### src/design/decodePkg.sv
package decodePkg;

    //////////////////////////////
    // instruction word and fields
    //////////////////////////////

    typedef logic [31:0] word_t;

    // primary opcodes, bits 31:26
    typedef enum logic [5:0] {
        SPECIAL  = 6'b000000,
        REGIMM   = 6'b000001,
        ADDI     = 6'b001000,
        ADDIU    = 6'b001001,
        SLTI     = 6'b001010,
        SLTIU    = 6'b001011,
        ANDI     = 6'b001100,
        ORI      = 6'b001101,
        XORI     = 6'b001110,
        SPECIAL2 = 6'b011100,
        SPECIAL3 = 6'b011111,
        LB       = 6'b100000,
        LH       = 6'b100001,
        LW       = 6'b100011,
        SB       = 6'b101000,
        SH       = 6'b101001,
        SW       = 6'b101011
    } opcode_t;

    // funct codes overlap between SPECIAL and SPECIAL2, so plain constants
    typedef logic [5:0] funct_t;

    // opcode SPECIAL
    localparam funct_t FUNCT_SLL   = 6'b000000;
    localparam funct_t FUNCT_SRL   = 6'b000010;
    localparam funct_t FUNCT_SRA   = 6'b000011;
    localparam funct_t FUNCT_SLLV  = 6'b000100;
    localparam funct_t FUNCT_SRLV  = 6'b000110;
    localparam funct_t FUNCT_SRAV  = 6'b000111;
    localparam funct_t FUNCT_JR    = 6'b001000;
    localparam funct_t FUNCT_MOVZ  = 6'b001010;
    localparam funct_t FUNCT_MOVN  = 6'b001011;
    localparam funct_t FUNCT_MFHI  = 6'b010000;
    localparam funct_t FUNCT_MTHI  = 6'b010001;
    localparam funct_t FUNCT_MFLO  = 6'b010010;
    localparam funct_t FUNCT_MTLO  = 6'b010011;
    localparam funct_t FUNCT_MULT  = 6'b011000;
    localparam funct_t FUNCT_MULTU = 6'b011001;
    localparam funct_t FUNCT_ADD   = 6'b100000;
    localparam funct_t FUNCT_ADDU  = 6'b100001;
    localparam funct_t FUNCT_SUB   = 6'b100010;
    localparam funct_t FUNCT_AND   = 6'b100100;
    localparam funct_t FUNCT_OR    = 6'b100101;
    localparam funct_t FUNCT_XOR   = 6'b100110;
    localparam funct_t FUNCT_NOR   = 6'b100111;
    localparam funct_t FUNCT_SLT   = 6'b101010;
    localparam funct_t FUNCT_SLTU  = 6'b101011;

    // opcode SPECIAL2
    localparam funct_t FUNCT_MADD  = 6'b000000;
    localparam funct_t FUNCT_MUL   = 6'b000010;
    localparam funct_t FUNCT_MSUB  = 6'b000100;

    // rt selects the REGIMM branch
    localparam logic [4:0] REGIMM_BLTZ = 5'b00000;
    localparam logic [4:0] REGIMM_BGEZ = 5'b00001;

    //////////////////////////////
    // execute stage control
    //////////////////////////////

    // codes as the ALU expects them
    typedef enum logic [5:0] {
        ADD   = 6'b000000,
        SUB   = 6'b000001,
        MUL   = 6'b000010,
        MULT  = 6'b000011,
        MADD  = 6'b000100,
        MSUB  = 6'b000101,
        BGEZ  = 6'b000111,
        BLTZ  = 6'b001100,
        AND   = 6'b001111,
        OR    = 6'b010000,
        NOR   = 6'b010001,
        XOR   = 6'b010010,
        SEH   = 6'b010011,
        SLL   = 6'b010100,
        SRL   = 6'b010101,
        MOVN  = 6'b010110,
        MOVZ  = 6'b010111,
        ROTR  = 6'b011000,
        SRA   = 6'b011001,
        SEB   = 6'b011010,
        SLT   = 6'b011011,
        MTHI  = 6'b011100,
        MTLO  = 6'b011101,
        MFHI  = 6'b011110,
        MFLO  = 6'b011111,
        ADDU  = 6'b100000,
        MULTU = 6'b100001,
        SLTU  = 6'b100010,
        JR    = 6'b100011
    } aluOp_t;

    typedef struct packed {
        logic   aluSrc;
        logic   regDst;
        logic   regWrite;
        logic   memRead;
        logic   memWrite;
        logic   memToReg;
        logic   aluSft;
        logic   zeroSrc;
        logic   branch;
        aluOp_t aluOp;
    } ctrlWord_t;

    // bubble, nothing written and nothing taken
    localparam ctrlWord_t CTRL_NONE = '0;

endpackage

### src/design/instrFieldsIf.sv
`timescale 1ns/1ps

interface instrFieldsIf;

    decodePkg::opcode_t opcode;
    logic [4:0]         rt;
    // shamt field, also holds bit 6 (rotrv) and bit 9 (seh)
    logic [4:0]         sa;
    decodePkg::funct_t  funct;
    // R bit of srl/rotr
    logic               rotBit21;

    modport source (
        output opcode, rt, sa, funct, rotBit21
    );

    modport sink (
        input opcode, rt, sa, funct, rotBit21
    );

endinterface

### src/design/controlUnit.sv
`timescale 1ns/1ps

module controlUnit (
    input  logic               clk,
    input  logic               rst,
    input  logic               instrValid,
    input  decodePkg::word_t   instruction,
    output logic               ctrlValid,
    output logic               aluSrc,
    output logic               regDst,
    output logic               regWrite,
    output logic               memRead,
    output logic               memWrite,
    output logic               memToReg,
    output logic               aluSft,
    output logic               zeroSrc,
    output logic               branch,
    output decodePkg::aluOp_t  aluOp
);

    //////////////////////////////
    // field split and decoders
    //////////////////////////////

    instrFieldsIf fieldBus ();

    decodePkg::ctrlWord_t specCtrl;
    decodePkg::ctrlWord_t immCtrl;
    decodePkg::ctrlWord_t multCtrl;
    logic                 specHit;
    logic                 immHit;
    logic                 multHit;

    assign fieldBus.opcode   = decodePkg::opcode_t'(instruction[31:26]);
    assign fieldBus.rt       = instruction[20:16];
    assign fieldBus.sa       = instruction[10:6];
    assign fieldBus.funct    = instruction[5:0];
    assign fieldBus.rotBit21 = instruction[21];

    specialDecoder specDec (
        .fields (fieldBus),
        .ctrl   (specCtrl),
        .hit    (specHit)
    );

    immDecoder immDec (
        .fields (fieldBus),
        .ctrl   (immCtrl),
        .hit    (immHit)
    );

    multExtDecoder multDec (
        .fields (fieldBus),
        .ctrl   (multCtrl),
        .hit    (multHit)
    );

    //////////////////////////////
    // select and register
    //////////////////////////////

    decodePkg::ctrlWord_t nextCtrl;
    decodePkg::ctrlWord_t ctrlReg;

    // decoders own disjoint opcodes, so at most one hits
    always_comb begin
        if (instruction == '0) begin
            // nop would otherwise look like sll
            nextCtrl = decodePkg::CTRL_NONE;
        end else if (specHit) begin
            nextCtrl = specCtrl;
        end else if (immHit) begin
            nextCtrl = immCtrl;
        end else if (multHit) begin
            nextCtrl = multCtrl;
        end else begin
            nextCtrl = decodePkg::CTRL_NONE;
        end
    end

    // outputs hold through idle cycles
    always_ff @(posedge clk) begin
        if (rst) begin
            ctrlValid <= 1'b0;
            ctrlReg   <= decodePkg::CTRL_NONE;
        end else begin
            ctrlValid <= instrValid;
            if (instrValid) begin
                ctrlReg <= nextCtrl;
            end
        end
    end

    assign aluSrc   = ctrlReg.aluSrc;
    assign regDst   = ctrlReg.regDst;
    assign regWrite = ctrlReg.regWrite;
    assign memRead  = ctrlReg.memRead;
    assign memWrite = ctrlReg.memWrite;
    assign memToReg = ctrlReg.memToReg;
    assign aluSft   = ctrlReg.aluSft;
    assign zeroSrc  = ctrlReg.zeroSrc;
    assign branch   = ctrlReg.branch;
    assign aluOp    = ctrlReg.aluOp;

endmodule

### src/design/immDecoder.sv
`timescale 1ns/1ps

module immDecoder (
    instrFieldsIf.sink             fields,
    output decodePkg::ctrlWord_t   ctrl,
    output logic                   hit
);

    // instruction groups within the immediate class
    logic isAluImm;
    logic isLoad;
    logic isStore;

    always_comb begin
        ctrl     = decodePkg::CTRL_NONE;
        hit      = 1'b1;
        isAluImm = 1'b0;
        isLoad   = 1'b0;
        isStore  = 1'b0;

        case (fields.opcode)
            // ALU with immediate operand
            decodePkg::ADDI: begin
                ctrl.aluOp = decodePkg::ADD;
                isAluImm   = 1'b1;
            end
            decodePkg::ADDIU: begin
                ctrl.aluOp = decodePkg::ADDU;
                isAluImm   = 1'b1;
            end
            decodePkg::SLTI: begin
                ctrl.aluOp = decodePkg::SLT;
                isAluImm   = 1'b1;
            end
            // zero extended immediates
            decodePkg::ANDI: begin
                ctrl.aluOp   = decodePkg::AND;
                ctrl.zeroSrc = 1'b1;
                isAluImm     = 1'b1;
            end
            decodePkg::ORI: begin
                ctrl.aluOp   = decodePkg::OR;
                ctrl.zeroSrc = 1'b1;
                isAluImm     = 1'b1;
            end
            decodePkg::XORI: begin
                ctrl.aluOp   = decodePkg::XOR;
                ctrl.zeroSrc = 1'b1;
                isAluImm     = 1'b1;
            end
            decodePkg::SLTIU: begin
                ctrl.aluOp   = decodePkg::SLTU;
                ctrl.zeroSrc = 1'b1;
                isAluImm     = 1'b1;
            end

            // address is base plus offset
            decodePkg::LW, decodePkg::LH, decodePkg::LB: isLoad = 1'b1;
            decodePkg::SW, decodePkg::SH, decodePkg::SB: isStore = 1'b1;

            // rt picks the branch condition
            decodePkg::REGIMM: begin
                ctrl.branch = 1'b1;
                if (fields.rt == decodePkg::REGIMM_BGEZ) begin
                    ctrl.aluOp = decodePkg::BGEZ;
                end else if (fields.rt == decodePkg::REGIMM_BLTZ) begin
                    ctrl.aluOp = decodePkg::BLTZ;
                end else begin
                    hit = 1'b0;
                end
            end

            default: hit = 1'b0;
        endcase

        ctrl.aluSrc   = isAluImm | isLoad | isStore;
        ctrl.regWrite = isAluImm | isLoad;
        ctrl.memToReg = isAluImm;
        ctrl.memRead  = isLoad;
        ctrl.memWrite = isStore;
    end

endmodule

### src/design/multExtDecoder.sv
`timescale 1ns/1ps

module multExtDecoder (
    instrFieldsIf.sink             fields,
    output decodePkg::ctrlWord_t   ctrl,
    output logic                   hit
);

    // madd and msub only accumulate into hi/lo
    logic writesRd;

    always_comb begin
        ctrl     = decodePkg::CTRL_NONE;
        hit      = 1'b0;
        writesRd = 1'b1;

        if (fields.opcode == decodePkg::SPECIAL2) begin
            hit = 1'b1;
            case (fields.funct)
                decodePkg::FUNCT_MUL: ctrl.aluOp = decodePkg::MUL;
                decodePkg::FUNCT_MADD: begin
                    ctrl.aluOp = decodePkg::MADD;
                    writesRd   = 1'b0;
                end
                decodePkg::FUNCT_MSUB: begin
                    ctrl.aluOp = decodePkg::MSUB;
                    writesRd   = 1'b0;
                end
                default: hit = 1'b0;
            endcase
        end else if (fields.opcode == decodePkg::SPECIAL3) begin
            // instruction bit 9 set for seh
            hit        = 1'b1;
            ctrl.aluOp = fields.sa[3] ? decodePkg::SEH : decodePkg::SEB;
        end

        ctrl.regWrite = hit & writesRd;
        ctrl.regDst   = hit & writesRd;
        ctrl.memToReg = hit & writesRd;
    end

endmodule

### src/design/specialDecoder.sv
`timescale 1ns/1ps

module specialDecoder (
    instrFieldsIf.sink             fields,
    output decodePkg::ctrlWord_t   ctrl,
    output logic                   hit
);

    // cleared for the few specials that leave rd alone
    logic writesRd;

    always_comb begin
        ctrl     = decodePkg::CTRL_NONE;
        hit      = 1'b0;
        writesRd = 1'b1;

        if (fields.opcode == decodePkg::SPECIAL) begin
            hit = 1'b1;
            case (fields.funct)
                // shifts by shamt
                decodePkg::FUNCT_SLL: begin
                    ctrl.aluOp  = decodePkg::SLL;
                    ctrl.aluSft = 1'b1;
                end
                decodePkg::FUNCT_SRL: begin
                    ctrl.aluOp  = fields.rotBit21 ? decodePkg::ROTR : decodePkg::SRL;
                    ctrl.aluSft = 1'b1;
                end
                decodePkg::FUNCT_SRA: begin
                    ctrl.aluOp  = decodePkg::SRA;
                    ctrl.aluSft = 1'b1;
                end

                // shifts by register, bit 6 marks rotrv
                decodePkg::FUNCT_SLLV: ctrl.aluOp = decodePkg::SLL;
                decodePkg::FUNCT_SRLV: begin
                    ctrl.aluOp = fields.sa[0] ? decodePkg::ROTR : decodePkg::SRL;
                end
                decodePkg::FUNCT_SRAV: ctrl.aluOp = decodePkg::SRA;

                // arithmetic and logic
                decodePkg::FUNCT_ADD:  ctrl.aluOp = decodePkg::ADD;
                decodePkg::FUNCT_ADDU: ctrl.aluOp = decodePkg::ADDU;
                decodePkg::FUNCT_SUB:  ctrl.aluOp = decodePkg::SUB;
                decodePkg::FUNCT_AND:  ctrl.aluOp = decodePkg::AND;
                decodePkg::FUNCT_OR:   ctrl.aluOp = decodePkg::OR;
                decodePkg::FUNCT_NOR:  ctrl.aluOp = decodePkg::NOR;
                decodePkg::FUNCT_XOR:  ctrl.aluOp = decodePkg::XOR;
                decodePkg::FUNCT_SLT:  ctrl.aluOp = decodePkg::SLT;
                decodePkg::FUNCT_SLTU: ctrl.aluOp = decodePkg::SLTU;
                decodePkg::FUNCT_MOVN: ctrl.aluOp = decodePkg::MOVN;
                decodePkg::FUNCT_MOVZ: ctrl.aluOp = decodePkg::MOVZ;

                // hi/lo unit, results go to hi/lo only
                decodePkg::FUNCT_MULT: begin
                    ctrl.aluOp = decodePkg::MULT;
                    writesRd   = 1'b0;
                end
                decodePkg::FUNCT_MULTU: begin
                    ctrl.aluOp = decodePkg::MULTU;
                    writesRd   = 1'b0;
                end
                decodePkg::FUNCT_MTHI: begin
                    ctrl.aluOp = decodePkg::MTHI;
                    writesRd   = 1'b0;
                end
                decodePkg::FUNCT_MTLO: begin
                    ctrl.aluOp = decodePkg::MTLO;
                    writesRd   = 1'b0;
                end
                decodePkg::FUNCT_MFHI: ctrl.aluOp = decodePkg::MFHI;
                decodePkg::FUNCT_MFLO: ctrl.aluOp = decodePkg::MFLO;

                // register jump
                decodePkg::FUNCT_JR: begin
                    ctrl.aluOp  = decodePkg::JR;
                    ctrl.branch = 1'b1;
                    writesRd    = 1'b0;
                end

                default: hit = 1'b0;
            endcase
        end

        // every writer here targets rd and takes the ALU result
        ctrl.regWrite = hit & writesRd;
        ctrl.regDst   = hit & writesRd;
        ctrl.memToReg = hit & writesRd;
    end

endmodule

### config.mk
export PLATFORM = sky130hd
export DESIGN_NAME = controlUnit
export DESIGN_NICKNAME = d
export VERILOG_FILES = /design/src/design/decodePkg.sv /design/src/design/instrFieldsIf.sv /design/src/design/controlUnit.sv /design/src/design/immDecoder.sv /design/src/design/multExtDecoder.sv /design/src/design/specialDecoder.sv
export SDC_FILE = /design/constraint.sdc
export NUM_CORES = 1
export LEC_CHECK = 0
export BUFFER_PORTS_ARGS = -buffer_cell sky130_fd_sc_hd__buf_2
export CAP_MARGIN = 30
export CORE_MARGIN = 2
export CORE_UTILIZATION = 53
export CTS_CLUSTER_SIZE = 40
export DETAILED_ROUTE_END_ITERATION = 8
export GPL_ROUTABILITY_DRIVEN = 0
export PLACE_DENSITY = 0.83
export SLEW_MARGIN = 20
export SYNTH_ARGS = -nofsm -noshare
export SYNTH_HDL_FRONTEND = slang
export SYNTH_SLANG_ARGS = --single-unit
### constraint.sdc
create_clock -name clk -period 3.1 [get_ports clk]
set_clock_uncertainty 0.15 [all_clocks]
set_input_delay 0.31 -clock clk [delete_from_list [all_inputs] [get_ports clk]]
set_output_delay 0.31 -clock clk [all_outputs]
set_load 0.005 [all_outputs]
---- Yosys cells after proc, flatten, opt, wreduce, memory -nomap -nowiden ----
Index checks and enable logic that the tools add are counted.
cells by class
  bitwise gates (word level) .............. 4
  equal/unequal tests ..................... 40
  mux-type cells .......................... 35
  reduce and logical (&&, ||, !) cells .... 15
operators by type and width
  cell                number
  $pmux 6 s21         1
  $eq 6x6->1 const B  15
  $eq 6x4->1 const B  10
  $eq 6x5->1 const B  8
  $mux 15             3
  $pmux 6 s7          1
  $logic_not 32->1    1
  $reduce_or 24->1    1
  $mux 1              19
  $eq 6x3->1 const B  3
  $mux 6              3
  $mux 4              4
  $mux 14             1
  $reduce_or 13->1    1
  $eq 6x2->1 const B  2
  $logic_not 6->1     2
  $reduce_or 3->1     4
  $pmux 3 s3          1
  $mux 7              1
  $reduce_or 7->1     1
  $eq 6x1->1 const B  1
  $eq 5x1->1 const B  1
  $logic_not 5->1     1
  $reduce_or 5->1     1
  5 further kinds     8
word-level totals
  bits in registers ....................... 16
  word-level logic and storage cells ...... 105
  output and inout bits ................... 16
  input port bits ......................... 35

---- Longest topological paths before layout ----
  depth after elaboration ................. 9
  mapped depth ............................ 7

---- Hierarchy ----
From an unflattened synthesis, not the netlist that was laid out.
second synthesis, totals
  cell total of the unflattened synthesis .. 278
  area total of the unflattened synthesis .. 2085.8 µm²
by module, submodules not included
  module          cells an instance  instances  area each (µm²)  sequential area each (µm²)
  controlUnit     105                1          964.7            320.3
  specialDecoder  96                 1          644.4            0.0
  immDecoder      48                 1          306.5            0.0
  multExtDecoder  29                 1          170.2            0.0

---- Worst setup path before layout ----
Ideal clock, no wire load.
  kind .................................... input port to flip-flop
  from .................................... input instruction[2]
  to ...................................... register ctrlReg (netlist bit aluOp[0])
  setup time .............................. 0.084 ns
  buffers on the path ..................... 1
  arrival ................................. 1.644 ns
  setup slack ............................. 1.222 ns
  required time ........................... 2.866 ns
  stages on the path ...................... 6
  cell sequence ........................... buf_6 -> or4_4 -> or3_4 -> o211ai_2 -> nor4_1 -> o31ai_2
on the way
  cells in the longest elaborated chain, start to end .. 8
  elaborated cells on any way between the ends .. 41
  those cells by class .................... 23 x eq/ne; 12 x mux; 6 x reduce/logical
ends and longest elaborated chain
  what                                line                                        text
  start: declaration                  controlUnit.sv:7                            input decodePkg::word_t instruction,
  $eq 6x2->1 (tied with other cells)  multExtDecoder.sv:19, specialDecoder.sv:19
  $reduce_or 3->1 (no source line)    --
  $mux 1                              multExtDecoder.sv:19                        case (fields.funct)
  $mux 1                              multExtDecoder.sv:17                        if (fields.opcode == decodePkg::SPECIAL2) begin
  $mux 14                             controlUnit.sv:74                           end else if (multHit) begin
  $mux 15                             controlUnit.sv:72                           end else if (immHit) begin
  $mux 15                             controlUnit.sv:70                           end else if (specHit) begin
  $mux 15 (*)                         controlUnit.sv:67                           if (instruction == '0) begin
  end signal: assignment              controlUnit.sv:85                           ctrlReg <= decodePkg::CTRL_NONE;
  end signal: assignment              controlUnit.sv:89                           ctrlReg <= nextCtrl;
  end: declaration                    controlUnit.sv:63                           decodePkg::ctrlWord_t ctrlReg;
Every way passes the cells marked *; elsewhere a longest branch is shown, timed or not.
A chain may end at the register's enable or synchronous reset.

---- Final worst setup path ----
  from .................................... input instruction[0]
  to ...................................... register ctrlReg (netlist bit aluOp[0])
The elaborated chain is that of the path after synthesis.

==> results.toml <==
[run_status]
status = "finished, final reports clean"

[clocking]
clock_path_buffers = 2
clk_pin_slew_ps = 90
cts.sinks = 16
insertion_delay_ps = 280
root_buffer = "clkbuf_4"
htree_levels = 1
tritoncts = "done"
cts_hold_buf = 0
numCtsBuffers = 3
cts_resized = 0
post_cts_buffers = 0

[logic_synthesis]
netlist_area_um2 = 1560
yosysUniqueCellTypes = 61
ys_ff_latch = 16
synth-edff-count = 0
syn_inst = 202
synth_nets = 237
syn_avg_cell_area_um2 = 7.74
async_reset_ff_share_pct = 0
yosys_warnings = 0
synth.yosys.seq_area_share_pct = 20.5
synth_ff_type = "dfxtp_1"

[worst_setup_path]
critical_path_required_ps = 3160
critPathMaxFanout = 20
cp_slowest_stage_delay_ps = 750
reg2reg_setup_slack_ps = 1700
cp_common_cell = "nor4_1"
r2r-end = "aluOp[3]"
rr_startpoint = "aluOp[3]"
crit_path_cell_trace = "buf_2 > nor4_1 > a31oi_1 > o21ai_1 > nor4_1 > o31ai_2"
crit_arrival_ps = 1990
worstSetupPathType = "input pin to flop"
end_kind = "flop"
reg2regPathDepth = 4
start_kind = "input pin"
slowest_stage = "nor4_1"

[power]
ir_drop_mv = 0.289
total_power_w = 0.000493
power_leakage_nw = 0.730
power_density_nw_per_um2 = 274

[floorplan]
fp.dieArea_um2 = 3400
rows = 19
fp.dieH_um = 58.3
start_util_pct = 56.2
ioPinCount = 51
placeableCoreArea_um2 = 2780
die_w_um = 58.3

[routing]
route.detailed.drc = 0
totalWireLength_mm = 4.28
wl_per_cell_um = 15.9
vias_per_cell = 6.56
dr.pass1.iters = 4
drtAntennaViolNets = 0
drtIter0Drc = 129
via_count = 1770

[final_layout]
nNetsFinal = 275
multiInputGateArea_um2 = 1110
seqCellArea_um2 = 320
fillers = 252
drive_gt1_share_pct = 28.5
antennaDiodeCount = 0
syn2layout_area_growth_pct = 15.2

[min_path]
min_delay_path_depth = 2
hold_end = "aluOp[2]"
hp-start = "instrValid"
hold_class = "input pin to flop"

[sta]
rsz0062_at_grt = "no"
fin_crit_sh_pct = 62.4
tightest_slew_ps = 811
hold_viol_final = 0
finalSetupViolCount = 0
max_freq_ghz = 0.517
relSlewSlack_pct = 45.4
min_period_ps = 1940
setup-tns-final_ps = 0
timing.final.max_slew_violations = 0

[flow_run]
cap_violations = 0

[grt]
grt_max_degree = 24
antenna_found_initial = 0
grt_overflow = 0
grt_use_total_pct = 26.9
grt_first_pass_wirelength_mm = 7.09
grt_pass1_vias = 1514

[placed_design]
hpwlAfterDp_mm = 3.28
io_buffers = 50
## layout make-up
type | instances | area share [%]
sequential | 16 | 17.8
clock buffer | 4 | 2.01
inverter | 12 | 2.50
tap | 31 | 2.15
timing repair buffer | 50 | 13.9
multi-input combinational | 157 | 61.7
## where the power goes
group	leakage, nW	switching, W	internal [W]
registers	0.130	0.00000170	0.000209
logic	0.580	0.0000873	0.0000567
clock network	0.0210	0.0000671	0.0000715
## worst max-delay path: cells and delay by family
kind	cells	cell delay, ps
buffers and inverters	1	200
AO/OA/AOI/OAI	3	620
AND/OR/NAND/NOR	2	850
## worst max path at each step
| stage | start | end | cells past startpoint |
|---|---|---|---|
| 2_1_floorplan | instruction[2] | aluOp[0] | 6 |
| 3_3_place_gp | instruction[0] | aluOp[0] | 6 |
| 3_5_place_dp | instruction[0] | aluOp[0] | 6 |
| 4_1_cts | instruction[5] | regWrite | 6 |
| 5_1_grt | instruction[0] | aluOp[0] | 6 |
| 6_report | instruction[0] | aluOp[0] | 6 |
## per-stage QoR
stage | worst slack (ps) | std cells | instance area [um2] | utilization [%] | hold WS (ps)
after floorplan | 1220 | 202 | 1560 | - | 269
after global placement | 927 | 266 | 1770 | 63.5 | 297
after detailed placement | 926 | 266 | 1770 | 63.5 | 298
after CTS | 1220 | 270 | 1800 | 64.8 | 160
after global routing | 958 | 270 | 1800 | 64.8 | 170
final | 1160 | 270 | 1800 | 64.8 | 172
## layout by cell type, fill, tap and decap left out, types with 5 or more instances in the layout
cell and n:
o21ai_1 5, buf_2 50, nor4_1 7, nor2_1 12, a31oi_1 7, dfxtp_1 16, a21oi_1 5, nand3_1 5
nor2b_1 8, inv_1 11, nand2_1 14
## routing by layer
layer	global-route usage [%]	wire length (um)	vias up
li1	-	-	852
met1	39.2	1920	803
met2	38.4	1870	103
met3	6.15	404	12
met4	9.97	87	0
met5	0	0	-
## registers in the layout (all words and copies together), names as in the netlist
signal,cells
aluSft,1
ctrlValid,1
regWrite,1
branch,1
memRead,1
memWrite,1
regDst,1
zeroSrc,1
memToReg,1
aluSrc,1
aluOp,6
## synth_stat cells, types with 4 or more instances
master / count / area [um2]
dfxtp_1: 16 / 320
and3_1: 4 / 25.0
mux2i_1: 4 / 40.0
nor4_1: 7 / 43.8
nor2b_1: 8 / 50.1
a221oi_1: 4 / 35.0
o31ai_1: 4 / 30.0
nand3b_1: 4 / 30.0
a211oi_1: 4 / 30.0
nor3b_1: 4 / 30.0
nor2_1: 12 / 45.0
a31oi_1: 7 / 43.8
o21ai_1: 5 / 25.0
o21ai_0: 4 / 20.0
clkbuf_1: 9 / 33.8
buf_2: 4 / 20.0
nand3_1: 5 / 25.0
nand2_1: 14 / 52.6
xnor2_1: 4 / 35.0
nand2b_1: 4 / 25.0
a21oi_1: 5 / 25.0
inv_1: 11 / 41.3
## kinds of logic (layout without fill, tap and decap cells)
kind of cell,after synthesis,count (layout),synth area share (%)
and+or+nand+nor,85,85,33.3
buffers and inverters,29,66,8.48
AOI/OAI and AO/OA,63,63,32.2
DFF,16,16,20.5
muxes,5,5,3.28
xor gates and xnor gates,4,4,2.24
Power figures use the tool's default switching activity.
